File: config.mk
export PLATFORM = sky130hd
export DESIGN_NAME = dcache_flat
export DESIGN_NICKNAME = d
export VERILOG_FILES = /design/src/rtl/lsu_pkg.sv /design/src/rtl/dcache_if.sv /design/src/rtl/dcache.sv /design/src/flat_wrapper.sv
export SDC_FILE = /design/constraint.sdc
export NUM_CORES = 2
export LEC_CHECK = 0
export ABC_CLOCK_PERIOD_IN_PS = 7800
export BUFFER_PORTS_ARGS = -buffer_cell sky130_fd_sc_hd__buf_2
export CORE_MARGIN = 2
export CORE_UTILIZATION = 55
export DETAILED_ROUTE_END_ITERATION = 6
export PLACE_DENSITY = 0.71
export SYNTH_ARGS = -nofsm -noshare
export SYNTH_HDL_FRONTEND = slang
export SYNTH_SLANG_ARGS = --single-unit
File: constraint.sdc
create_clock -name clk -period 7.8 [get_ports clk]
set_clock_uncertainty 0.15 [all_clocks]
set_input_delay 1.95 -clock clk [delete_from_list [all_inputs] [get_ports clk]]
set_output_delay 1.95 -clock clk [all_outputs]
set_load 0.02 [all_outputs]
File: src/rtl/lsu_pkg.sv
package lsu_pkg;

	// widths
	localparam int XLEN       = 32;
	localparam int ADDR_W     = 32;
	localparam int REG_ADDR_W = 5;
	localparam int OP_W       = 10;   // funct3 in [9:7], opcode in [6:0]
	localparam int MEM_AW     = 10;   // 1 KiB byte RAM
	localparam int CACHE_LINES = 32;
	localparam int CACHE_IW   = 5;
	localparam int TAG_W      = ADDR_W - CACHE_IW - 2;

	// major opcodes
	localparam logic [6:0] OPC_LOAD  = 7'b0000011;
	localparam logic [6:0] OPC_STORE = 7'b0100011;

	// funct3 for loads
	localparam logic [2:0] F3_LB  = 3'b000;
	localparam logic [2:0] F3_LH  = 3'b001;
	localparam logic [2:0] F3_LW  = 3'b010;
	localparam logic [2:0] F3_LBU = 3'b100;
	localparam logic [2:0] F3_LHU = 3'b101;
	// funct3 for stores
	localparam logic [2:0] F3_SB  = 3'b000;
	localparam logic [2:0] F3_SH  = 3'b001;
	localparam logic [2:0] F3_SW  = 3'b010;

	// access size on the cache bus, 2'b11 is unused
	localparam logic [1:0] SZ_BYTE = 2'b00;
	localparam logic [1:0] SZ_HALF = 2'b01;
	localparam logic [1:0] SZ_WORD = 2'b10;

	// byte port request codes
	localparam logic [1:0] REQ_NONE  = 2'b00;
	localparam logic [1:0] REQ_LOAD  = 2'b01;
	localparam logic [1:0] REQ_STORE = 2'b10;

	// one-hot states of the load/store sequencer
	localparam logic [5:0] ST_IDLE = 6'b000001;
	localparam logic [5:0] ST_B0   = 6'b000010;
	localparam logic [5:0] ST_B1   = 6'b000100;
	localparam logic [5:0] ST_B2   = 6'b001000;
	localparam logic [5:0] ST_B3   = 6'b010000;
	localparam logic [5:0] ST_FIN  = 6'b100000;

	// one cache word, seen as bytes or as halfwords
	typedef union packed {
		logic [3:0][7:0]  b;
		logic [1:0][15:0] h;
	} data_word_u;

endpackage
File: src/rtl/dcache_if.sv
interface dcache_if import lsu_pkg::*; ();

	// lookup side, answered combinationally
	logic [ADDR_W-1:0] raddr;
	logic [1:0]        rsize;
	logic              hit;
	data_word_u        rdata;   // whole line word

	// write side, one-cycle pulse on we
	logic              we;
	logic [ADDR_W-1:0] waddr;
	logic [1:0]        wsize;
	data_word_u        wdata;   // low bits carry the sized value

	modport stage (
		output raddr, rsize, we, waddr, wsize, wdata,
		input  hit, rdata
	);

	modport cache (
		input  raddr, rsize, we, waddr, wsize, wdata,
		output hit, rdata
	);

endinterface

File: src/rtl/dcache.sv
module dcache import lsu_pkg::*; (
	input logic     clk,
	input logic     rst_i,
	dcache_if.cache dc
);

	logic [TAG_W-1:0]            tag_mem [CACHE_LINES];
	data_word_u                  data_mem [CACHE_LINES];
	logic [CACHE_LINES-1:0][3:0] valid_q;   // one bit per byte lane

	logic [CACHE_IW-1:0] ridx, widx;
	logic [TAG_W-1:0]    rtag, wtag;
	logic [3:0]          rmask, wmask;
	logic                wtag_hit;
	data_word_u          wlanes;

	// lanes touched by an access of the given size
	function automatic logic [3:0] lane_mask(input logic [1:0] lo, input logic [1:0] size);
		case (size)
			SZ_BYTE: lane_mask = 4'b0001 << lo;
			SZ_HALF: lane_mask = lo[1] ? 4'b1100 : 4'b0011;
			default: lane_mask = 4'b1111;
		endcase
	endfunction

	assign ridx  = dc.raddr[CACHE_IW+1:2];
	assign rtag  = dc.raddr[ADDR_W-1:CACHE_IW+2];
	assign rmask = lane_mask(dc.raddr[1:0], dc.rsize);

	// hit needs the tag and every covered lane
	assign dc.hit   = (tag_mem[ridx] == rtag) && ((valid_q[ridx] & rmask) == rmask);
	assign dc.rdata = data_mem[ridx];

	assign widx     = dc.waddr[CACHE_IW+1:2];
	assign wtag     = dc.waddr[ADDR_W-1:CACHE_IW+2];
	assign wmask    = lane_mask(dc.waddr[1:0], dc.wsize);
	assign wtag_hit = (tag_mem[widx] == wtag);

	// spread the sized value over all lanes, wmask picks the live ones
	always_comb begin
		case (dc.wsize)
			SZ_BYTE: wlanes.b = {4{dc.wdata.b[0]}};
			SZ_HALF: wlanes.h = {2{dc.wdata.h[0]}};
			default: wlanes   = dc.wdata;
		endcase
	end

	always_ff @(posedge clk) begin
		if (dc.we) begin
			tag_mem[widx] <= wtag;
			for (int i = 0; i < 4; i++) begin
				if (wmask[i]) begin
					data_mem[widx].b[i] <= wlanes.b[i];
				end
			end
		end
	end

	always_ff @(posedge clk) begin
		if (rst_i) begin
			valid_q <= '0;
		end else if (dc.we) begin
			// merge on tag match, else the line is taken over
			valid_q[widx] <= wtag_hit ? (valid_q[widx] | wmask) : wmask;
		end
	end

	a_wsize_legal: assert property (@(posedge clk) disable iff (rst_i)
		dc.we |-> (dc.wsize != 2'b11))
		else $error("cache write with reserved size code");

endmodule

File: src/flat_wrapper.sv
// flat-port wrapper written by rule: the top's interface ports become plain ports
module dcache_flat import lsu_pkg::*;
  (clk, rst_i, dc_raddr, dc_rsize, dc_we, dc_waddr, dc_wsize, dc_wdata, dc_hit, dc_rdata);
  dcache_if dc_i ();
  input logic clk;
  input logic rst_i;
  input wire logic [$bits(dc_i.raddr)-1:0] dc_raddr;
  input wire logic [$bits(dc_i.rsize)-1:0] dc_rsize;
  input wire logic [$bits(dc_i.we)-1:0] dc_we;
  input wire logic [$bits(dc_i.waddr)-1:0] dc_waddr;
  input wire logic [$bits(dc_i.wsize)-1:0] dc_wsize;
  input wire logic [$bits(dc_i.wdata)-1:0] dc_wdata;
  output wire logic [$bits(dc_i.hit)-1:0] dc_hit;
  output wire logic [$bits(dc_i.rdata)-1:0] dc_rdata;
  assign dc_i.raddr = dc_raddr;
  assign dc_i.rsize = dc_rsize;
  assign dc_i.we = dc_we;
  assign dc_i.waddr = dc_waddr;
  assign dc_i.wsize = dc_wsize;
  assign dc_i.wdata = dc_wdata;
  assign dc_hit = dc_i.hit;
  assign dc_rdata = dc_i.rdata;
  dcache u_core (.clk(clk), .rst_i(rst_i), .dc(dc_i));
endmodule
==> summary by stage <==
STA
The final cycle utilization of the critical path is 98.1%. The number of max-slew violations in the final report is 0. The transition time at the pin with the least slew margin is 1320 ps. The total count of hold-check failures in the final report is 0. Across all hold checks on the routed design, the worst slack comes to 382 ps. Setup repair after global routing left no endpoint under its margin. Measured against its own limit, the worst slew margin works out to 11.7%. For this run, the top clock speed supported by timing is 131 MHz.

Setup violations remaining at the end of the flow were counted as 0. The post-layout minimum cycle time is 7650 ps. Adding up every negative setup slack in the final design gives 0 ps.

Global route
Global routing used 30.5% of the available tracks. For this run the aggregate overflow at the end of global routing stands at 0. The pin count of the biggest net entering global routing is 129.

The initial antenna violation count was 12. The first global-routing pass estimated 338000 um of wire. The number of global-route vias before repair is 46600.

Layout
The net count of the finished layout is 4670. The finished layout holds 6774 standard cells, fillers aside. The final core utilization is 61.9%. From synthesis to final layout, the design area changed by 11.9%. Cells with a size suffix above 1 make up 28.3% of the layout.

Floorplan
The height of the die is 394 um. The effective utilization at floorplan is 55.3%. Measured along the x axis, the die boundary spans 394 um.

The floorplan has 143 rows. The die covers 156000 um^2. In this run the count of I/O pins placed on the die edge is 136. The total area inside the core boundary comes to 152000 um^2.

Clock network
The clock-pin slew reported for the worst setup and hold paths after clock tree synthesis is 60 ps. The clock passes through at most 3 buffers. The number of CTS-inserted buffers is 195.

The TritonCTS clock tree is done. Clock tree synthesis found a total of 1952 sinks. Buffers inserted to repair hold after CTS numbered 0. Clock tree synthesis selected as its root buffer the cell clkbuf_16. The H-tree was split into 4 levels. For the worst-skew pair, the clock arrives at the later sink with an insertion delay of 850 ps.

Setup path
The worst setup path is captured at an output pin. The flop-to-flop setup slack is 4080 ps. The cell family contributing the most delay on the critical path is simple AND/OR/NAND/NOR gates. The signal on the critical path passes through buf_8, buf_4, mux4_2, mux4_2, nor2b_1, a21oi_1, xor2_1, nand3_1, or4_1, nor4_2, buf_4, buf_2.

Together, buffers and inverters on the worst path number 4. STA puts the critical path data required time at 5700 ps. The largest fanout of any net on the critical path is 27.

The slowest stage of the critical path is the or4_1 cell. The critical path startpoint category is a primary input. The arrival time reported for the critical path endpoint is 5550 ps. The worst stage delay on the critical path is 590 ps. The critical path class is primary input to output pin.

Detailed routing
In the routed design, unresolved DRC markers number 1. The count of nets left with antenna violations once routing finished came out at 0. The routed wire length is 238000 um. The routed wire length per instance is 35.1 um. The mean number of vias per cell is 6.96. Summing over every cut layer, the via total after detailed routing is 47100. For this block, the initial DRC count from the detailed router was 6592.

The first detailed-routing pass took 7 iterations.

Outcome
The flow ran to the end, but the final reports show violations. The checks that failed: design-rule violations.

Logic synthesis
For this run, asynchronously set or reset flops after synthesis account for 0%. The count of distinct cell types in the synthesized netlist is 56. Yosys attributes the largest share of cell area to edfxtp_1, mux4_2, mux2i_1.

Counting every net in the synthesized netlist gives 4476. The most used flip-flop cell after synthesis is edfxtp_1. The number of synthesis warnings is 0. The biggest area consumer among synthesized cells is edfxtp_1. After synthesis, the largest area contributor takes up 65.4% of total cell area. The proportion of synthesized chip area in sequential cells is 68.4%. The synthesized design contains 1952 register bits. Synthesis produced 4373 cells. The average instance in the mapped netlist occupies 19.2 um^2. The number of flops mapped to enable cells by yosys is 1824.

The mapped netlist covers 83800 um^2.

Pwr
In this run, flip-flops and latches consume 51.0% of the power. The power spent charging and discharging nets is 5.11 mW. The net switching share of the total power is 22.4%. Summed over all cells, the static leakage comes to 31.4 nW. Of the total power, combinational logic draws 6.8%. For this design the ratio of total power to cell area is 243 nW/um^2.

The peak supply drop is 0.000235 V. The power consumption is 22.8 mW. The clock network fraction of total power is 42.2%. Internal power comes to 17.7 mW.

Run
Max-cap violations in this run came to 0.

Hold path
The type of the most critical hold path is flip-flop to flip-flop.

Place
Including well taps, the total number of placed cells is 6399. The congestion estimate from routability-driven global placement came to 0.872. The number of input and output port buffers inserted is 135.

The estimated wirelength of the detail-placed design is 142000 um.
-- cell type report --
type / instances / area (um^2)
fill: 10500 / 57800
sequential: 1952 / 57300
multi-input combinational: 2080 / 24900
clock buffer: 232 / 5100
tap: 2030 / 2540
timing repair buffer: 303 / 2240
clock inverter: 133 / 1510
inverter: 35 / 134
antenna: 9 / 22.5
-- logic make-up (layout without fill, tap and decap cells) --
group	Yosys count	in the layout	share of synthesized area, %
other	0	9	0
multiplexers	1057	1057	22.3
AND/OR/NAND/NOR	466	466	2.75
flip-flops	1952	1952	68.4
XOR/XNOR	32	32	0.334
AO/OA/AOI/OAI	525	525	4.14
buffers and inverters	341	703	2.03
-- power by group through the flow --
stage | Sequential [mW] | Clock [mW] | Combinational, mW
floorplan | 11.8 | 0 | 0.991
global placement | 11.9 | 0 | 1.52
detailed placement | 11.9 | 0 | 1.54
CTS | 11.6 | 9.68 | 1.55
global route | 11.6 | 10.1 | 1.63
finish | 11.6 | 9.63 | 1.56
-- path summary, 6_finish.rpt --
kind                    startpoint                  end  cells past startpoint
max                    dc_raddr[3]               dc_hit                     12
min            u_core.valid_q[120]  u_core.valid_q[120]                      2
max reg2reg  u_core.tag_mem[16][7]   u_core.valid_q[48]                      9
min reg2reg    u_core.valid_q[120]  u_core.valid_q[120]                      2
-- sequential cells by signal, indices dropped and copies added, names as in the netlist --
register         flops
u_core.valid_q     128
u_core.tag_mem     800
u_core.data_mem   1024
-- per-stage QoR --
stage | instance area, um^2 | setup slack (ps)
6_report | 93800 | 150
5_1_grt | 93800 | 9.58
4_1_cts | 93700 | 55.0
3_5_place_dp | 87100 | -142
3_3_place_gp | 87100 | -159
2_1_floorplan | 83800 | 463
-- cell usage after synthesis, drive strengths merged (5+ instances only) --
cell type  number
o22ai         176
and4            6
o21ai          11
xnor2          18
or4             9
a211oi          5
xor2           14
clkbuf        102
or2             5
a31oi         129
nor4           54
and3           17
nor2          138
nor2b          10
nand4bb         6
a22oi          31
o21bai        129
mux4          648
edfxtp       1824
a21oi          32
clkinv         32
buf           204
mux2           20
mux2i         389
nand4           8
nand3          11
dfxtp         128
nand2         178
-- what timing repair did --
item,CTS,global route
endpoints found under the setup margin,1,1
gates resized for setup,1,2
setup buffers,0,0
-- worst min-delay path, stage by stage (launching register included) --
cell and delay [ps]:
dfxtp_1 310, o21bai_1 130, a31oi_1 40
-- placed cells by master (no fill, tap or decap), types with 20 or more instances in the layout --
| master | Yosys | routed |
|---|---|---|
| o21bai_1 | 129 | 129 |
| a21oi_1 | 32 | 28 |
| buf_2 | 136 | 128 |
| clkinv_2 | 0 | 35 |
| edfxtp_1 | 1824 | 1824 |
| inv_2 | 1 | 32 |
| a22oi_1 | 31 | 31 |
| mux4_2 | 648 | 648 |
| nand2_1 | 178 | 178 |
| clkbuf_16 | 0 | 197 |
| a31oi_1 | 129 | 129 |
| dfxtp_1 | 128 | 128 |
| bufinv_16 | 0 | 24 |
| clkinv_1 | 32 | 44 |
| clkbuf_1 | 102 | 31 |
| nor2_1 | 138 | 138 |
| mux2i_1 | 389 | 389 |
| nor4_1 | 49 | 46 |
| mux2_2 | 20 | 20 |
| buf_4 | 23 | 150 |
| o22ai_1 | 175 | 175 |
-- per-layer routing --
layer / share of wire (%) / global-route usage [%]
met5: 0.031 / 0
met4: 4.5 / 12.9
met3: 10 / 6.79
met2: 48 / 48.5
met1: 37 / 41.2
Power figures use the tool's default switching activity.
