===== src/rtl/lsu_pkg.sv =====
package lsu_pkg;

	// widths
	localparam int XLEN       = 32;
	localparam int ADDR_W     = 32;
	localparam int REG_ADDR_W = 5;
	localparam int OP_W       = 10;   // funct3 in [9:7], opcode in [6:0]
	localparam int MEM_AW     = 10;   // 1 KiB byte RAM
	localparam int CACHE_LINES = 32;
	localparam int CACHE_IW   = 5;
	localparam int TAG_W      = ADDR_W - CACHE_IW - 2;

	// major opcodes
	localparam logic [6:0] OPC_LOAD  = 7'b0000011;
	localparam logic [6:0] OPC_STORE = 7'b0100011;

	// funct3 for loads
	localparam logic [2:0] F3_LB  = 3'b000;
	localparam logic [2:0] F3_LH  = 3'b001;
	localparam logic [2:0] F3_LW  = 3'b010;
	localparam logic [2:0] F3_LBU = 3'b100;
	localparam logic [2:0] F3_LHU = 3'b101;
	// funct3 for stores
	localparam logic [2:0] F3_SB  = 3'b000;
	localparam logic [2:0] F3_SH  = 3'b001;
	localparam logic [2:0] F3_SW  = 3'b010;

	// access size on the cache bus, 2'b11 is unused
	localparam logic [1:0] SZ_BYTE = 2'b00;
	localparam logic [1:0] SZ_HALF = 2'b01;
	localparam logic [1:0] SZ_WORD = 2'b10;

	// byte port request codes
	localparam logic [1:0] REQ_NONE  = 2'b00;
	localparam logic [1:0] REQ_LOAD  = 2'b01;
	localparam logic [1:0] REQ_STORE = 2'b10;

	// one-hot states of the load/store sequencer
	localparam logic [5:0] ST_IDLE = 6'b000001;
	localparam logic [5:0] ST_B0   = 6'b000010;
	localparam logic [5:0] ST_B1   = 6'b000100;
	localparam logic [5:0] ST_B2   = 6'b001000;
	localparam logic [5:0] ST_B3   = 6'b010000;
	localparam logic [5:0] ST_FIN  = 6'b100000;

	// one cache word, seen as bytes or as halfwords
	typedef union packed {
		logic [3:0][7:0]  b;
		logic [1:0][15:0] h;
	} data_word_u;

endpackage

===== src/rtl/memctrl_if.sv =====
interface memctrl_if import lsu_pkg::*; ();

	logic [1:0]        req;     // REQ_NONE / REQ_LOAD / REQ_STORE
	logic [ADDR_W-1:0] addr;
	logic [7:0]        wbyte;
	logic [7:0]        rbyte;   // byte at the address sampled one edge earlier

	modport stage (
		output req, addr, wbyte,
		input  rbyte
	);

	modport port (
		input  req, addr, wbyte,
		output rbyte
	);

endinterface


===== src/rtl/dcache_if.sv =====
interface dcache_if import lsu_pkg::*; ();

	// lookup side, answered combinationally
	logic [ADDR_W-1:0] raddr;
	logic [1:0]        rsize;
	logic              hit;
	data_word_u        rdata;   // whole line word

	// write side, one-cycle pulse on we
	logic              we;
	logic [ADDR_W-1:0] waddr;
	logic [1:0]        wsize;
	data_word_u        wdata;   // low bits carry the sized value

	modport stage (
		output raddr, rsize, we, waddr, wsize, wdata,
		input  hit, rdata
	);

	modport cache (
		input  raddr, rsize, we, waddr, wsize, wdata,
		output hit, rdata
	);

endinterface


===== src/rtl/lsu_stage.sv =====
module lsu_stage import lsu_pkg::*; (
	input  logic                  clk,
	input  logic                  rst_i,
	input  logic [OP_W-1:0]       opcode_i,
	input  logic [ADDR_W-1:0]     addr_i,
	input  logic [XLEN-1:0]       wdata_i,
	input  logic [REG_ADDR_W-1:0] wd_i,
	input  logic                  wreg_i,
	input  logic                  stall_i,
	output logic [REG_ADDR_W-1:0] wd_o,
	output logic                  wreg_o,
	output logic [XLEN-1:0]       wdata_o,
	output logic                  stall_req_o,
	dcache_if.stage               dc,
	memctrl_if.stage              mc
);

	logic [2:0]        funct3;
	logic              is_load;
	logic              is_store;
	logic              is_mem;
	logic [1:0]        size_sel;
	logic              addr_ok;

	logic [5:0]        state_q, state_d;
	logic              done_q, done_d;
	logic [1:0]        req_q, req_d;
	logic              c_we_q, c_we_d;
	logic [ADDR_W-1:0] maddr_q, maddr_d;
	logic [ADDR_W-1:0] maddr_prev_q;
	logic [7:0]        wbyte_q, wbyte_d;
	logic [ADDR_W-1:0] op_addr_q, op_addr_d;
	logic [1:0]        size_q, size_d;
	logic [XLEN-1:0]   c_wdata_q, c_wdata_d;
	logic [XLEN-1:0]   wdata_d;
	logic [XLEN-1:0]   hit_raw;
	logic              finish;
	logic              fill;
	logic [XLEN-1:0]   fill_val;

	function automatic logic [XLEN-1:0] load_ext(input logic [XLEN-1:0] raw,
		input logic [2:0] f3);
		case (f3)
			F3_LB:   load_ext = {{24{raw[7]}}, raw[7:0]};
			F3_LBU:  load_ext = {24'b0, raw[7:0]};
			F3_LH:   load_ext = {{16{raw[15]}}, raw[15:0]};
			F3_LHU:  load_ext = {16'b0, raw[15:0]};
			default: load_ext = raw;
		endcase
	endfunction

	assign funct3   = opcode_i[9:7];
	assign is_load  = (opcode_i[6:0] == OPC_LOAD);
	assign is_store = (opcode_i[6:0] == OPC_STORE);
	assign is_mem   = is_load || is_store;

	always_comb begin
		if (is_load) begin
			case (funct3)
				F3_LH, F3_LHU: size_sel = SZ_HALF;
				F3_LW:         size_sel = SZ_WORD;
				default:       size_sel = SZ_BYTE;
			endcase
		end else begin
			case (funct3)
				F3_SH:   size_sel = SZ_HALF;
				F3_SW:   size_sel = SZ_WORD;
				default: size_sel = SZ_BYTE;
			endcase
		end
	end

	assign addr_ok = (size_sel == SZ_BYTE) || (size_sel == SZ_HALF && !addr_i[0]) ||
		(addr_i[1:0] == 2'b00);

	// lane pick on a hit
	always_comb begin
		case (size_q)
			SZ_BYTE: hit_raw = {24'b0, dc.rdata.b[op_addr_q[1:0]]};
			SZ_HALF: hit_raw = {16'b0, dc.rdata.h[op_addr_q[1]]};
			default: hit_raw = dc.rdata;
		endcase
	end

	always_comb begin
		state_d   = state_q;
		done_d    = done_q;
		req_d     = req_q;
		c_we_d    = 1'b0;
		maddr_d   = maddr_q;
		wbyte_d   = wbyte_q;
		op_addr_d = op_addr_q;
		size_d    = size_q;
		c_wdata_d = c_wdata_q;
		wdata_d   = wdata_o;
		finish    = 1'b0;
		fill      = 1'b0;
		fill_val  = '0;
		if (done_q) begin
			done_d = 1'b0;   // gap cycle between memory ops
		end else if (!is_mem) begin
			wdata_d = wdata_i;
			req_d   = REQ_NONE;
		end else begin
			case (state_q)
				ST_IDLE: begin
					state_d   = ST_B0;
					maddr_d   = addr_i;
					op_addr_d = addr_i;
					size_d    = size_sel;
					if (is_load) begin
						req_d = REQ_LOAD;
					end else begin
						req_d     = REQ_STORE;
						wbyte_d   = wdata_i[7:0];
						c_we_d    = 1'b1;   // write-through straight away
						c_wdata_d = wdata_i;
					end
				end
				ST_B0: begin
					if (is_load && dc.hit) begin
						wdata_d = load_ext(hit_raw, funct3);
						finish  = 1'b1;
					end else if (is_store && size_q == SZ_BYTE) begin
						finish = 1'b1;
					end else begin
						state_d = ST_B1;
						if (size_q != SZ_BYTE) begin
							maddr_d = addr_i + 1;
							wbyte_d = wdata_i[15:8];
						end
					end
				end
				ST_B1: begin
					if (size_q == SZ_BYTE) begin   // LB/LBU miss
						fill     = 1'b1;
						fill_val = load_ext({24'b0, mc.rbyte}, funct3);
					end else if (is_store && size_q == SZ_HALF) begin
						finish = 1'b1;
					end else begin
						if (is_load) begin
							wdata_d[7:0] = mc.rbyte;
						end
						state_d = ST_B2;
						if (size_q == SZ_WORD) begin
							maddr_d = addr_i + 2;
							wbyte_d = wdata_i[23:16];
						end
					end
				end
				ST_B2: begin
					if (size_q == SZ_HALF) begin   // LH/LHU miss
						fill     = 1'b1;
						fill_val = load_ext({16'b0, mc.rbyte, wdata_o[7:0]}, funct3);
					end else begin
						if (is_load) begin
							wdata_d[15:8] = mc.rbyte;
						end
						maddr_d = addr_i + 3;
						wbyte_d = wdata_i[31:24];
						state_d = ST_B3;
					end
				end
				ST_B3: begin
					if (is_store) begin
						finish = 1'b1;
					end else begin
						wdata_d[23:16] = mc.rbyte;
						state_d        = ST_FIN;
					end
				end
				ST_FIN: begin
					fill     = 1'b1;
					fill_val = {mc.rbyte, wdata_o[23:0]};
				end
				default: state_d = ST_IDLE;
			endcase
		end
		// a miss fill also finishes the op
		if (fill) begin
			wdata_d   = fill_val;
			c_we_d    = 1'b1;
			c_wdata_d = fill_val;
			finish    = 1'b1;
		end
		if (finish) begin
			req_d   = REQ_NONE;
			done_d  = 1'b1;
			state_d = ST_IDLE;
		end
	end

	always_ff @(posedge clk) begin
		if (rst_i) begin
			state_q <= ST_IDLE;
			done_q  <= 1'b0;
			req_q   <= REQ_NONE;
			c_we_q  <= 1'b0;
			wreg_o  <= 1'b0;
		end else if (!stall_i) begin
			state_q <= state_d;
			done_q  <= done_d;
			req_q   <= req_d;
			c_we_q  <= c_we_d;
			wreg_o  <= wreg_i;
		end
	end

	always_ff @(posedge clk) begin
		if (!stall_i) begin
			maddr_q      <= maddr_d;
			maddr_prev_q <= maddr_q;
			wbyte_q      <= wbyte_d;
			op_addr_q    <= op_addr_d;
			size_q       <= size_d;
			c_wdata_q    <= c_wdata_d;
			wdata_o      <= wdata_d;
			wd_o         <= wd_i;
		end
	end

	assign stall_req_o = is_mem && !done_q;

	assign dc.raddr = op_addr_q;
	assign dc.rsize = size_q;
	assign dc.we    = c_we_q;
	assign dc.waddr = op_addr_q;
	assign dc.wsize = size_q;
	assign dc.wdata = c_wdata_q;

	// while frozen a load keeps pointing at the byte already in flight,
	// so rbyte still holds it when the sequence resumes
	assign mc.addr  = (stall_i && req_q == REQ_LOAD) ? maddr_prev_q : maddr_q;
	assign mc.req   = req_q;
	assign mc.wbyte = wbyte_q;

	a_aligned: assert property (@(posedge clk) disable iff (rst_i)
		(is_mem && !done_q) |-> addr_ok)
		else $error("misaligned memory access at %h", addr_i);

	a_no_store_req_on_load: assert property (@(posedge clk) disable iff (rst_i)
		is_load |-> (mc.req != REQ_STORE))
		else $error("store request on the byte port during a load");

endmodule


===== src/flat_wrapper.sv =====
// flat-port wrapper written by rule: the top's interface ports become plain ports
module lsu_stage_flat import lsu_pkg::*;
  (clk, rst_i, opcode_i, addr_i, wdata_i, wd_i, wreg_i, stall_i, wd_o, wreg_o, wdata_o, stall_req_o, dc_raddr, dc_rsize, dc_we, dc_waddr, dc_wsize, dc_wdata, dc_hit, dc_rdata, mc_req, mc_addr, mc_wbyte, mc_rbyte);
  dcache_if dc_i ();
  memctrl_if mc_i ();
  input  logic clk;
  input  logic rst_i;
  input  logic [OP_W-1:0] opcode_i;
  input  logic [ADDR_W-1:0] addr_i;
  input  logic [XLEN-1:0] wdata_i;
  input  logic [REG_ADDR_W-1:0] wd_i;
  input  logic wreg_i;
  input  logic stall_i;
  output logic [REG_ADDR_W-1:0] wd_o;
  output logic wreg_o;
  output logic [XLEN-1:0] wdata_o;
  output logic stall_req_o;
  output wire logic [$bits(dc_i.raddr)-1:0] dc_raddr;
  output wire logic [$bits(dc_i.rsize)-1:0] dc_rsize;
  output wire logic [$bits(dc_i.we)-1:0] dc_we;
  output wire logic [$bits(dc_i.waddr)-1:0] dc_waddr;
  output wire logic [$bits(dc_i.wsize)-1:0] dc_wsize;
  output wire logic [$bits(dc_i.wdata)-1:0] dc_wdata;
  input wire logic [$bits(dc_i.hit)-1:0] dc_hit;
  input wire logic [$bits(dc_i.rdata)-1:0] dc_rdata;
  output wire logic [$bits(mc_i.req)-1:0] mc_req;
  output wire logic [$bits(mc_i.addr)-1:0] mc_addr;
  output wire logic [$bits(mc_i.wbyte)-1:0] mc_wbyte;
  input wire logic [$bits(mc_i.rbyte)-1:0] mc_rbyte;
  assign dc_raddr = dc_i.raddr;
  assign dc_rsize = dc_i.rsize;
  assign dc_we = dc_i.we;
  assign dc_waddr = dc_i.waddr;
  assign dc_wsize = dc_i.wsize;
  assign dc_wdata = dc_i.wdata;
  assign dc_i.hit = dc_hit;
  assign dc_i.rdata = dc_rdata;
  assign mc_req = mc_i.req;
  assign mc_addr = mc_i.addr;
  assign mc_wbyte = mc_i.wbyte;
  assign mc_i.rbyte = mc_rbyte;
  lsu_stage u_core (.clk(clk), .rst_i(rst_i), .opcode_i(opcode_i), .addr_i(addr_i), .wdata_i(wdata_i), .wd_i(wd_i), .wreg_i(wreg_i), .stall_i(stall_i), .wd_o(wd_o), .wreg_o(wreg_o), .wdata_o(wdata_o), .stall_req_o(stall_req_o), .dc(dc_i), .mc(mc_i));
endmodule

===== config.mk =====
export PLATFORM = sky130hd
export DESIGN_NAME = lsu_stage_flat
export DESIGN_NICKNAME = d
export VERILOG_FILES = /design/src/rtl/lsu_pkg.sv /design/src/rtl/memctrl_if.sv /design/src/rtl/dcache_if.sv /design/src/rtl/lsu_stage.sv /design/src/flat_wrapper.sv
export SDC_FILE = /design/constraint.sdc
export NUM_CORES = 1
export LEC_CHECK = 0
export ABC_CLOCK_PERIOD_IN_PS = 4300
export BUFFER_PORTS_ARGS = -buffer_cell sky130_fd_sc_hd__buf_4
export CORE_ASPECT_RATIO = 1.75
export CORE_UTILIZATION = 45
export DETAILED_ROUTE_END_ITERATION = 6
export PLACE_DENSITY = 0.71
export SLEW_MARGIN = 20
export SYNTH_ARGS = -nofsm -noshare
export SYNTH_HDL_FRONTEND = slang
export SYNTH_SLANG_ARGS = --single-unit

===== constraint.sdc =====
create_clock -name clk -period 4.3 [get_ports clk]
set_clock_uncertainty 0.1 [all_clocks]
set_input_delay 0.645 -clock clk [delete_from_list [all_inputs] [get_ports clk]]
set_output_delay 0.645 -clock clk [all_outputs]
set_load 0.005 [all_outputs]

==> results_dict.tcl, run 1 <==
set metrics [dict create \
    ys.warnings.count 0 \
    worst_pin_slew_ns 0.9159 \
    die_area_sq_um 23060 \
    path_clk_slew_ns 0.07 \
    rsz0062_at_grt "false" \
    hold_viol 0 \
    io_buffers 305 \
    synth_top_area_share_pct 52.05 \
    io_pins 306 \
    drive_above_1_share_pct 37.65 \
    yosysUniqueCellTypes 78 \
    p_leak_nw 5.249 \
    grt_max_degree 45 \
    num_vias 8610 \
    wl_um 34390 \
    nFillCells 1868 \
    hpwlAfterDp_um 26630 \
    htreeDepth 4 \
    worst_path_largest_cell_delay_ns 0.67 \
    cp_slowest_cell "a2111oi_4" \
    start_util_pct 45.74 \
    cap_violations 0 \
    ys_async_sr_fraction_pct 0 \
    synth-xor-area-share_pct 2.429 \
    yosys.area_share.simple_pct 14.25 \
    setup_viol 0 \
    diodes 0 \
    timing.final.crit_share_pct 82.12 \
    crit_arrival_ns 3.63 \
    die_x_um 115.2 \
    nets 1272 \
    worstPathRequired_ns 4.40 \
    synth_seq_cells 186 \
    critPathKind "reg -> reg" \
    netlist_instances 884 \
    num_rows 72 \
    ctsHoldBuffers 0 \
    start_kind "flip-flop" \
    ir_drop_mv 0.2717 \
    wl_per_cell_um 23.65 \
    synth-compound-area-share_pct 18.17 \
    status "finished with violations" \
    grt_pass1_wl_um 50740 \
    cts_root_buffer "clkbuf_16" \
    cts_resized 0 \
    synthFlopType "edfxtp_1" \
    fin_setup_tns_ns 0 \
    whs_ns 0.2738 \
    die-height_um 200.1 \
    insertion_delay_ns 0.45 \
    clkSinkCount 186 \
    post-route-min-period_ns 3.531 \
    synth_top_family_by_area "compound AO/OA/AOI/OAI gates" \
    drv_slew 0 \
    path_cells "or4_4 -> or2_1 -> inv_1 -> ha_1 -> a21o_1 -> nand4_1 -> a2111oi_4 -> nand4_1 -> xnor2_1" \
    syn_area_per_cell_sq_um 11.42 \
    fmax_ghz 0.2832 \
    post_cts_buffers 0 \
    crit_fanout 10 \
    vias_per_cell 5.922 \
    ys_seq_area_share_pct 54.23 \
    synthMuxAreaShare_pct 4.734 \
    synth_edf_count 175 \
    clock_path_buffers 2 \
    firstDrtPassIters 7 \
    syn-num-nets 1011 \
    synth_fa_ha_area_share_pct 0.4462 \
    grt_pass1_vias 8757 \
    cts_tree "built" \
    grt_usage_pct 30.48 \
    pwr_density_cell_nw_per_um2 308.8 \
    drt_iter0_markers 629 \
    route.detailed.drc 20 \
    violations "design-rule violations" \
    cts-buffers-inserted 17 \
    routabilityCongestion 0.9451 \
    crit_path_end_kind "flip-flop" \
    coreArea_sq_um 22070 \
    yosysTopAreaCell "edfxtp_1" \
    crit_top_cell "nand4_1" \
    area_growth_pct 29.10 \
    timing.slew.headroom_pct 38.88 \
    hp-class "in -> reg" \
    antenna_left 0 \
    antenna_found_initial 0 \
    grt-ovfl-total 0 \
    syn-cell-area_sq_um 10100 \
    ys_top_cells_by_area "edfxtp_1, nand2_1, mux2_2, buf_4, a21o_1" \
]
==> through the flow <==
| step | power, mW | worst slack, ns | std cells | util, % | area [sq um] |
|---|---|---|---|---|---|
| after global routing | 4.135 | 0.5901 | 1454 | 59.05 | 13030 |
| after detailed placement | 2.445 | 0.8250 | 1422 | 56.32 | 12430 |
| final | 4.025 | 0.7687 | 1454 | 59.05 | 13030 |
| after floorplan | 2.204 | 0.6826 | 884 | - | 10100 |
| after global placement | 2.443 | 0.8843 | 1422 | 56.32 | 12430 |
| after CTS | 4.045 | 0.7764 | 1454 | 59.05 | 13030 |
==> sequential cells by signal, indices dropped and copies added, names as in the netlist, 2 cells and up <==
| signal | flops |
|---|---|
| u_core.mc.req | 2 |
| u_core.dc.rsize | 2 |
| u_core.mc.wbyte | 8 |
| u_core.dc.raddr | 32 |
| u_core.maddr_q | 32 |
| u_core.wdata_o | 32 |
| u_core.maddr_prev_q | 32 |
| u_core.state_q | 6 |
| u_core.wd_o | 5 |
| u_core.dc.wdata | 32 |
==> metal layers <==
| metal | track usage (%) | up-vias | routed length (um) | part of all wire, % |
|---|---|---|---|---|
| met4 | 21.66 | 0 | 2476 | 7.2 |
| li1 | - | 3890 | - | - |
| met3 | 6.293 | 129 | 2324 | 6.8 |
| met2 | 55.79 | 485 | 18720 | 54 |
| met5 | 0 | - | 0 | 0 |
| met1 | 29.47 | 4106 | 10880 | 32 |
==> power by group <==
group | switching (mW) | leakage [nW] | internal, mW
clock | 0.725 | 0.293 | 0.889
sequential | 0.0205 | 1.71 | 2.02
combinational | 0.194 | 3.24 | 0.178
total | 0.940 | 5.25 | 3.09
==> cells in the mapped netlist, types with 4 or more instances <==
cell and instances:
buf_6 8, a221o_2 9, nor4_1 4, mux2_2 38
nor3b_1 7, a211o_1 7, a22oi_1 9, and2_1 7
nor2b_1 4, dfxtp_1 11, edfxtp_1 175, nand4_1 8
a31oi_1 27, nand2b_1 8, and3_1 16, a222oi_1 13
clkbuf_1 33, buf_2 10, nand2_1 116, xnor2_1 19
o21ai_0 14, inv_1 8, a21o_1 35, a221o_1 16
nand3b_1 4, a22o_1 7, o21a_1 12, a21oi_1 37
nor3_1 6, xor2_1 9, nor2_1 56, mux2i_1 5
buf_4 37, o21ai_2 6, o311ai_1 7, nand3_1 31
a32oi_1 5
==> cells by family (layout without fill, tap and decap cells) <==
kind of cell	after synthesis	after routing
and+or+nand+nor	290	290
AOI/OAI and AO/OA	236	236
DFF	186	186
buffers and inverters	98	372
muxes	43	43
xor gates and xnor gates	28	28
adders and majority gates	3	3
==> layout by cell type (no fill, tap or decap), types with 3 or more instances in the layout <==
cell | Yosys | final
and3_1 | 16 | 16
clkbuf_16 | 0 | 17
a21o_1 | 35 | 35
nand3_1 | 31 | 31
a22o_1 | 7 | 7
o21ai_0 | 14 | 14
a222oi_1 | 13 | 13
inv_6 | 0 | 3
nor4bb_1 | 3 | 3
and2_1 | 7 | 7
a22oi_1 | 9 | 9
edfxtp_1 | 175 | 175
a221o_1 | 16 | 16
a211o_1 | 7 | 7
nor3b_1 | 7 | 7
o21ai_2 | 6 | 6
a21oi_1 | 37 | 37
nand2_1 | 116 | 116
nand3b_1 | 4 | 4
inv_1 | 8 | 8
a31oi_1 | 27 | 27
mux2_2 | 38 | 38
xnor2_1 | 19 | 19
a221o_2 | 9 | 9
nor4_1 | 4 | 4
nor2b_1 | 4 | 4
xor2_1 | 9 | 9
clkinv_4 | 0 | 5
mux2i_1 | 5 | 5
nand4_1 | 8 | 8
nor2_1 | 56 | 54
and4_1 | 3 | 3
a32oi_1 | 5 | 5
o21a_1 | 12 | 12
o311ai_1 | 7 | 7
dfxtp_1 | 11 | 11
o211ai_1 | 3 | 3
nor3_1 | 6 | 6
nand2b_1 | 8 | 8
buf_4 | 37 | 332
==> layout make-up <==
type                       count  area, sq um  share of cell area, %
timing repair buffer         332         2492                  19.12
multi-input combinational    600         4063                  31.17
clock buffer                  19        442.9                  3.398
inverter                       8        30.03                 0.2304
clock inverter                13        160.2                  1.229
sequential                   186         5475                  42.01
tap                          296        370.4                  2.841
==> critical path: cells and delay by family, from the launching register on <==
family / cells / cell delay (ns)
and+or+nand+nor: 4 / 1.45
adders and majority gates: 1 / 0.15
DFF: 1 / 0.40
xor gates and xnor gates: 1 / 0.15
buffers and inverters: 1 / 0.21
AOI/OAI and AO/OA: 2 / 0.80
==> worst paths after layout <==
check | startpoint | endpoint | slack, ns | depth (start not counted)
worst max register to register | u_core.state_q[5] | u_core.maddr_q[31] | 0.77 | 9
worst max-delay path | u_core.state_q[5] | u_core.maddr_q[31] | 0.77 | 9
worst min-delay path | wd_i[3] | u_core.wd_o[3] | 0.27 | 1
worst min register to register | u_core.maddr_q[3] | u_core.maddr_prev_q[3] | 0.35 | 0
No activity file was read; power rests on OpenSTA's default activity.
==> run 2: changes to the inputs <==
--- a/config.mk
+++ b/config.mk
@@ -5,7 +5,8 @@
 export SDC_FILE = /design/constraint.sdc
 export NUM_CORES = 1
 export LEC_CHECK = 0
-export ABC_CLOCK_PERIOD_IN_PS = 4300
+export ABC_AREA = 1
+export ABC_CLOCK_PERIOD_IN_PS = 3650
 export BUFFER_PORTS_ARGS = -buffer_cell sky130_fd_sc_hd__buf_4
 export CORE_ASPECT_RATIO = 1.75
 export CORE_UTILIZATION = 45
==> constraint.sdc (replaced) <==
create_clock -name clk -period 3.65 [get_ports clk]
set_clock_uncertainty 0.1 [all_clocks]
set_input_delay 0.5475 -clock clk [delete_from_list [all_inputs] [get_ports clk]]
set_output_delay 0.5475 -clock clk [all_outputs]
set_load 0.005 [all_outputs]
==> run 2 against run 1 <==
Compared with the run above: the flow now finishes without violations; sequential share of layout area down 2.3 points; core utilization shrank 0.40 points; critical path depth increased by 7; largest cell class unchanged; final cell count rose by 26%; largest power group unchanged.
==> results_dict.tcl, run 2 <==
set metrics [dict create \
    crit_fanout 13 \
    syn-num-nets 1362 \
    die_x_um 119.3 \
    nets 1637 \
    synth_edf_count 175 \
    grt_max_degree 46 \
    fin_setup_tns_ns 0 \
    setup_viol 0 \
    drt_iter0_markers 753 \
    critPathKind "reg -> reg" \
    synth-xor-area-share_pct 0.4850 \
    vias_per_cell 5.638 \
    worstPathRequired_ns 3.78 \
    cts_root_buffer "clkbuf_16" \
    io_pins 306 \
    die-height_um 207.3 \
    worst_pin_slew_ns 0.7758 \
    setup_ws_ns 0.6112 \
    p_leak_nw 5.861 \
    final_cell_mix "buf_4, nand2_1, edfxtp_1" \
    place_area_sq_um 13240 \
    synthFlopType "edfxtp_1" \
    grt_pass1_vias 10140 \
    fin_util_pct 58.65 \
    route.detailed.drc 0 \
    crit_path_end_kind "flip-flop" \
    yosysTopAreaCell "edfxtp_1" \
    htreeDepth 4 \
    whs_ns 0.1568 \
    synth_top_area_share_pct 48.50 \
    clock_path_buffers 2 \
    pwr_density_cell_nw_per_um2 338.4 \
    synth_seq_cells 186 \
    antenna_found_initial 0 \
    routabilityCongestion 0.9787 \
    yosys.area_share.simple_pct 22.11 \
    hpwlAfterDp_um 31590 \
    firstDrtPassIters 5 \
    hold_viol 0 \
    finalNonFillerCells 1827 \
    clkSinkCount 186 \
    total_power_mw 4.668 \
    hp-class "in -> reg" \
    drv_slew 0 \
    dp_cells 1795 \
    synthMuxAreaShare_pct 4.065 \
    timing.final.crit_share_pct 83.25 \
    post-route-min-period_ns 3.039 \
    syn_area_per_cell_sq_um 8.774 \
    ys.warnings.count 0 \
    syn-cell-area_sq_um 10840 \
    grt-ovfl-total 0 \
    path_clk_slew_ns 0.07 \
    rsz0062_at_grt "false" \
    netlist_instances 1235 \
    drive_above_1_share_pct 28.43 \
    ctsHoldBuffers 0 \
    synth_top_family_by_area "simple AND/OR/NAND/NOR gates" \
    status "completed" \
    ys_async_sr_fraction_pct 0 \
    start_kind "flip-flop" \
    ys_seq_area_share_pct 50.53 \
    grt_pass1_wl_um 59210 \
    ir_drop_mv 0.3312 \
    num_vias 10300 \
    yosysUniqueCellTypes 57 \
    grt_usage_pct 32.77 \
    synth_fa_ha_area_share_pct 0.4157 \
    fmax_ghz 0.3291 \
    layout_commonest_cell "buf_4" \
    design_area_sq_um 13790 \
    crit_arrival_ns 3.17 \
    antenna_left 0 \
    post_cts_buffers 0 \
    cts_resized 0 \
    insertion_delay_ns 0.46 \
    timing.slew.headroom_pct 48.22 \
    cts-buffers-inserted 17 \
    io_buffers 305 \
    cts_tree "built" \
    ys_top_cells_by_area "edfxtp_1, nand2_1, inv_1, a21oi_1, o21ai_0" \
    die_area_sq_um 24730 \
    coreArea_sq_um 23520 \
    area_growth_pct 27.30 \
    synth.most_common_cell "nand2_1" \
    synth-compound-area-share_pct 13.80 \
    diodes 0 \
    wl_per_cell_um 21.89 \
    wl_um 39980 \
    ys_top_cells_by_count "nand2_1, edfxtp_1, inv_1, nor2_1, a21oi_1" \
    num_rows 74 \
    post-place-ws_ns 0.6589 \
    start_util_pct 46.07 \
    cap_violations 0 \
]
## run 2: path summary, 6_finish.rpt
path | start | to | slack [ns] | cells after the start
min | wd_i[2] | u_core.wd_o[2] | 0.16 | 1
max reg2reg | u_core.state_q[3] | u_core.maddr_q[18] | 0.61 | 16
max | u_core.state_q[3] | u_core.maddr_q[18] | 0.61 | 16
min reg2reg | u_core.maddr_q[7] | u_core.maddr_prev_q[7] | 0.35 | 0
## run 2: kinds of logic (layout without fill, tap and decap cells)
kind of cell | after synthesis | count (layout)
DFF | 186 | 186
xor gates and xnor gates | 6 | 6
muxes | 40 | 40
adders and majority gates | 3 | 3
AOI/OAI and AO/OA | 249 | 249
and+or+nand+nor | 555 | 555
buffers and inverters | 196 | 484
## run 2: critical path: stages (launching register included)
cell and delay [ns]:
dfxtp_1 0.41, nand2_1 0.08, nor2_1 0.19, nand2_2 0.07
inv_1 0.37, fa_1 0.31, inv_1 0.07, nor2_1 0.23
inv_1 0.14, nor2_2 0.15, inv_1 0.09, nor2_1 0.19
nand2_1 0.10, nand2_1 0.11, o21ai_0 0.09, nand2_1 0.07
nand2_1 0.04
## run 2: metal layers
layer  GRT usage (%)  share of wire (%)  up-vias  wire length [um]
met2           60.14                 54      574             21620
met3           4.670                6.0      157              2409
met4           30.22                9.1        0              3631
met5               0                  0        -                 0
met1           30.60                 31     4768             12330
li1                -                  -     4801                 -
## run 2: power breakdown
part / internal, mW / switching [mW] / total (mW)
logic: 0.215 / 0.273 / 0.488
clock network: 0.935 / 0.848 / 1.78
registers: 2.38 / 0.0206 / 2.40
total: 3.53 / 1.14 / 4.67
## run 2: layout make-up
class	count	area [sq um]
clock inverters	15	125.1
well taps	304	380.4
clock buffers	17	425.4
repair buffers	329	2470
multi-input cells	853	4452
inverters	123	465.4
flip-flops and latches	186	5475
fillers	2190	9724
==> run 3: changes to the inputs <==
--- a/config.mk
+++ b/config.mk
@@ -6,7 +6,7 @@
 export NUM_CORES = 1
 export LEC_CHECK = 0
 export ABC_AREA = 1
-export ABC_CLOCK_PERIOD_IN_PS = 3650
+export ABC_CLOCK_PERIOD_IN_PS = 3100
 export BUFFER_PORTS_ARGS = -buffer_cell sky130_fd_sc_hd__buf_4
 export CORE_ASPECT_RATIO = 1.75
 export CORE_UTILIZATION = 45
==> constraint.sdc (replaced) <==
create_clock -name clk -period 3.1 [get_ports clk]
set_clock_uncertainty 0.1 [all_clocks]
set_input_delay 0.465 -clock clk [delete_from_list [all_inputs] [get_ports clk]]
set_output_delay 0.465 -clock clk [all_outputs]
set_load 0.005 [all_outputs]
==> run 3 against run 2 <==
Compared with the run above: the run now ends with design-rule violations left; combinational power increased by 18%; design area is 0.72% higher; worst setup slack worse by 0.29 ns; total power grew 19%; flip-flop and latch count is the same; final cell count rose by 0.22%; critical path depth did not move; count of clock-buffer cells in the layout unchanged; non-clock buffer count increased by 4; fmax increased by 9.5%; largest power group unchanged.
==> results_dict.tcl, run 3 (synthesized netlist as in run 2, its figures left out) <==
set metrics [dict create \
    start_util_pct 46.07 \
    switching_share_pct 25.64 \
    cp_slowest_cell "dfxtp_1" \
    insertion_delay_ns 0.45 \
    status "finished with violations" \
    grt-ovfl-total 0 \
    io_buffers 305 \
    cts_resized 0 \
    start_kind "flip-flop" \
    critPathKind "reg -> reg" \
    setup_viol 0 \
    wl_per_cell_um 22.08 \
    drt_iter0_markers 826 \
    hp-class "in -> reg" \
    combPwrFrac_pct 10.4 \
    cts_tree "built" \
    diodes 0 \
    die_x_um 119.3 \
    crit_arrival_ns 2.88 \
    switching_power_mw 1.422 \
    crit_top_cell "nand2_1" \
    die_area_sq_um 24730 \
    worst_pin_slew_ns 0.8072 \
    io_pins 306 \
    ctsHoldBuffers 0 \
    drv_slew 0 \
    routabilityCongestion 0.9805 \
    grt_max_degree 42 \
    wl_um 40420 \
    num_vias 10410 \
    hold_viol 0 \
    post-route-min-period_ns 2.776 \
    design_area_sq_um 13890 \
    rsz0062_at_grt "false" \
    p_leak_nw 5.907 \
    p_int_mw 4.125 \
    area_growth_pct 28.21 \
    die-height_um 207.3 \
    path_clk_slew_ns 0.08 \
    nets 1641 \
    vias_per_cell 5.685 \
    path_cells "nand2_1 -> nor2_1 -> nand2_2 -> inv_1 -> fa_1 -> inv_1 -> nor2_1 -> inv_1 -> nor2_2 -> inv_1 -> nor2_1 -> nand2_1 -> nand2_1 -> nand2_1 -> nand2_1 -> nand2_1" \
    drive_above_1_share_pct 28.88 \
    total_power_mw 5.547 \
    post_cts_buffers 0 \
    coreArea_sq_um 23520 \
    worstPathRequired_ns 3.21 \
    antenna_found_initial 0 \
    grt_usage_pct 32.74 \
    route.detailed.drc 2 \
    layout_commonest_cell "buf_4" \
    grt_pass1_vias 10460 \
    crit_fanout 4 \
    place_area_sq_um 13310 \
    cts_root_buffer "clkbuf_16" \
    violations "design-rule violations" \
    htreeDepth 4 \
    pwr-share-clk_pct 38.7 \
    ir_drop_mv 0.3396 \
    pwr_density_cell_nw_per_um2 399.3 \
    fin_setup_tns_ns 0 \
    worst_path_largest_cell_delay_ns 0.40 \
    cap_violations 0 \
    hpwlAfterDp_um 32210 \
    firstDrtPassIters 7 \
    clock_path_buffers 2 \
    crit_path_end_kind "flip-flop" \
    fmax_ghz 0.3603 \
    timing.slew.headroom_pct 46.13 \
    timing.final.crit_share_pct 89.53 \
    num_rows 74 \
    antenna_left 0 \
    cts-buffers-inserted 17 \
    clkSinkCount 186 \
    seqPwrFrac_pct 50.9 \
    grt_pass1_wl_um 59770 \
    final_cell_mix "buf_4, nand2_1, edfxtp_1" \
]
==> run 3: cell count changes in the layout (fill, tap and decap cells not counted), sizes merged <==
cell and change:
clkinvlp -1, buf +4, clkinv -2, bufinv -1, inv +4
==> run 3: layer usage <==
metal	share of wire (%)	track usage (%)
met3	6.0	4.973
met4	7.6	23.32
met5	0	0
met1	31	30.34
met2	55	63.31
==> run 3: area by class of cell <==
cell class / instances / area [sq um]
tap: 304 / 380.4
multi-input combinational: 853 / 4452
sequential: 186 / 5475
clock inverter: 15 / 156.4
timing repair buffer: 333 / 2537
fill: 2138 / 9625
inverter: 123 / 465.4
clock buffer: 17 / 425.4
==> run 3: per-stage QoR <==
step	util, %	setup slack, ns	hold WS (ns)	std cells
global placement	56.60	0.4384	0.3285	1799
floorplan	-	0.03920	0.3204	1235
CTS	59.07	0.3553	0.07624	1831
finish	59.07	0.3245	0.09272	1831
global route	59.07	0.006880	0.07366	1831
detailed placement	56.60	0.3633	0.3314	1799
==> run 3: power groups by stage <==
stage / Combinational, mW / Sequential [mW] / Clock (mW)
4_1_cts: 0.572 / 2.82 / 2.17
6_report: 0.577 / 2.82 / 2.15
5_1_grt: 0.620 / 2.83 / 2.26
3_5_place_dp: 0.569 / 2.88 / 0
2_1_floorplan: 0.219 / 2.88 / 0
3_3_place_gp: 0.568 / 2.88 / 0
==> run 3: final timing paths <==
kind	startpoint	endpoint	slack, ns	depth (start not counted)
hold reg to reg	u_core.maddr_q[11]	u_core.maddr_prev_q[11]	0.35	0
hold / removal	wd_i[2]	u_core.wd_o[2]	0.09	1
setup / recovery	u_core.state_q[3]	u_core.maddr_q[22]	0.32	16
setup reg to reg	u_core.state_q[3]	u_core.maddr_q[22]	0.32	16
==> run 3: worst max-delay path: cells and delay by family, from the launching register on <==
kind	cells	cell delay, ns
AND/OR/NAND/NOR	11	1.40
adder cells (fa/ha/maj)	1	0.22
buffers and inverters	4	0.41
flip-flops	1	0.40
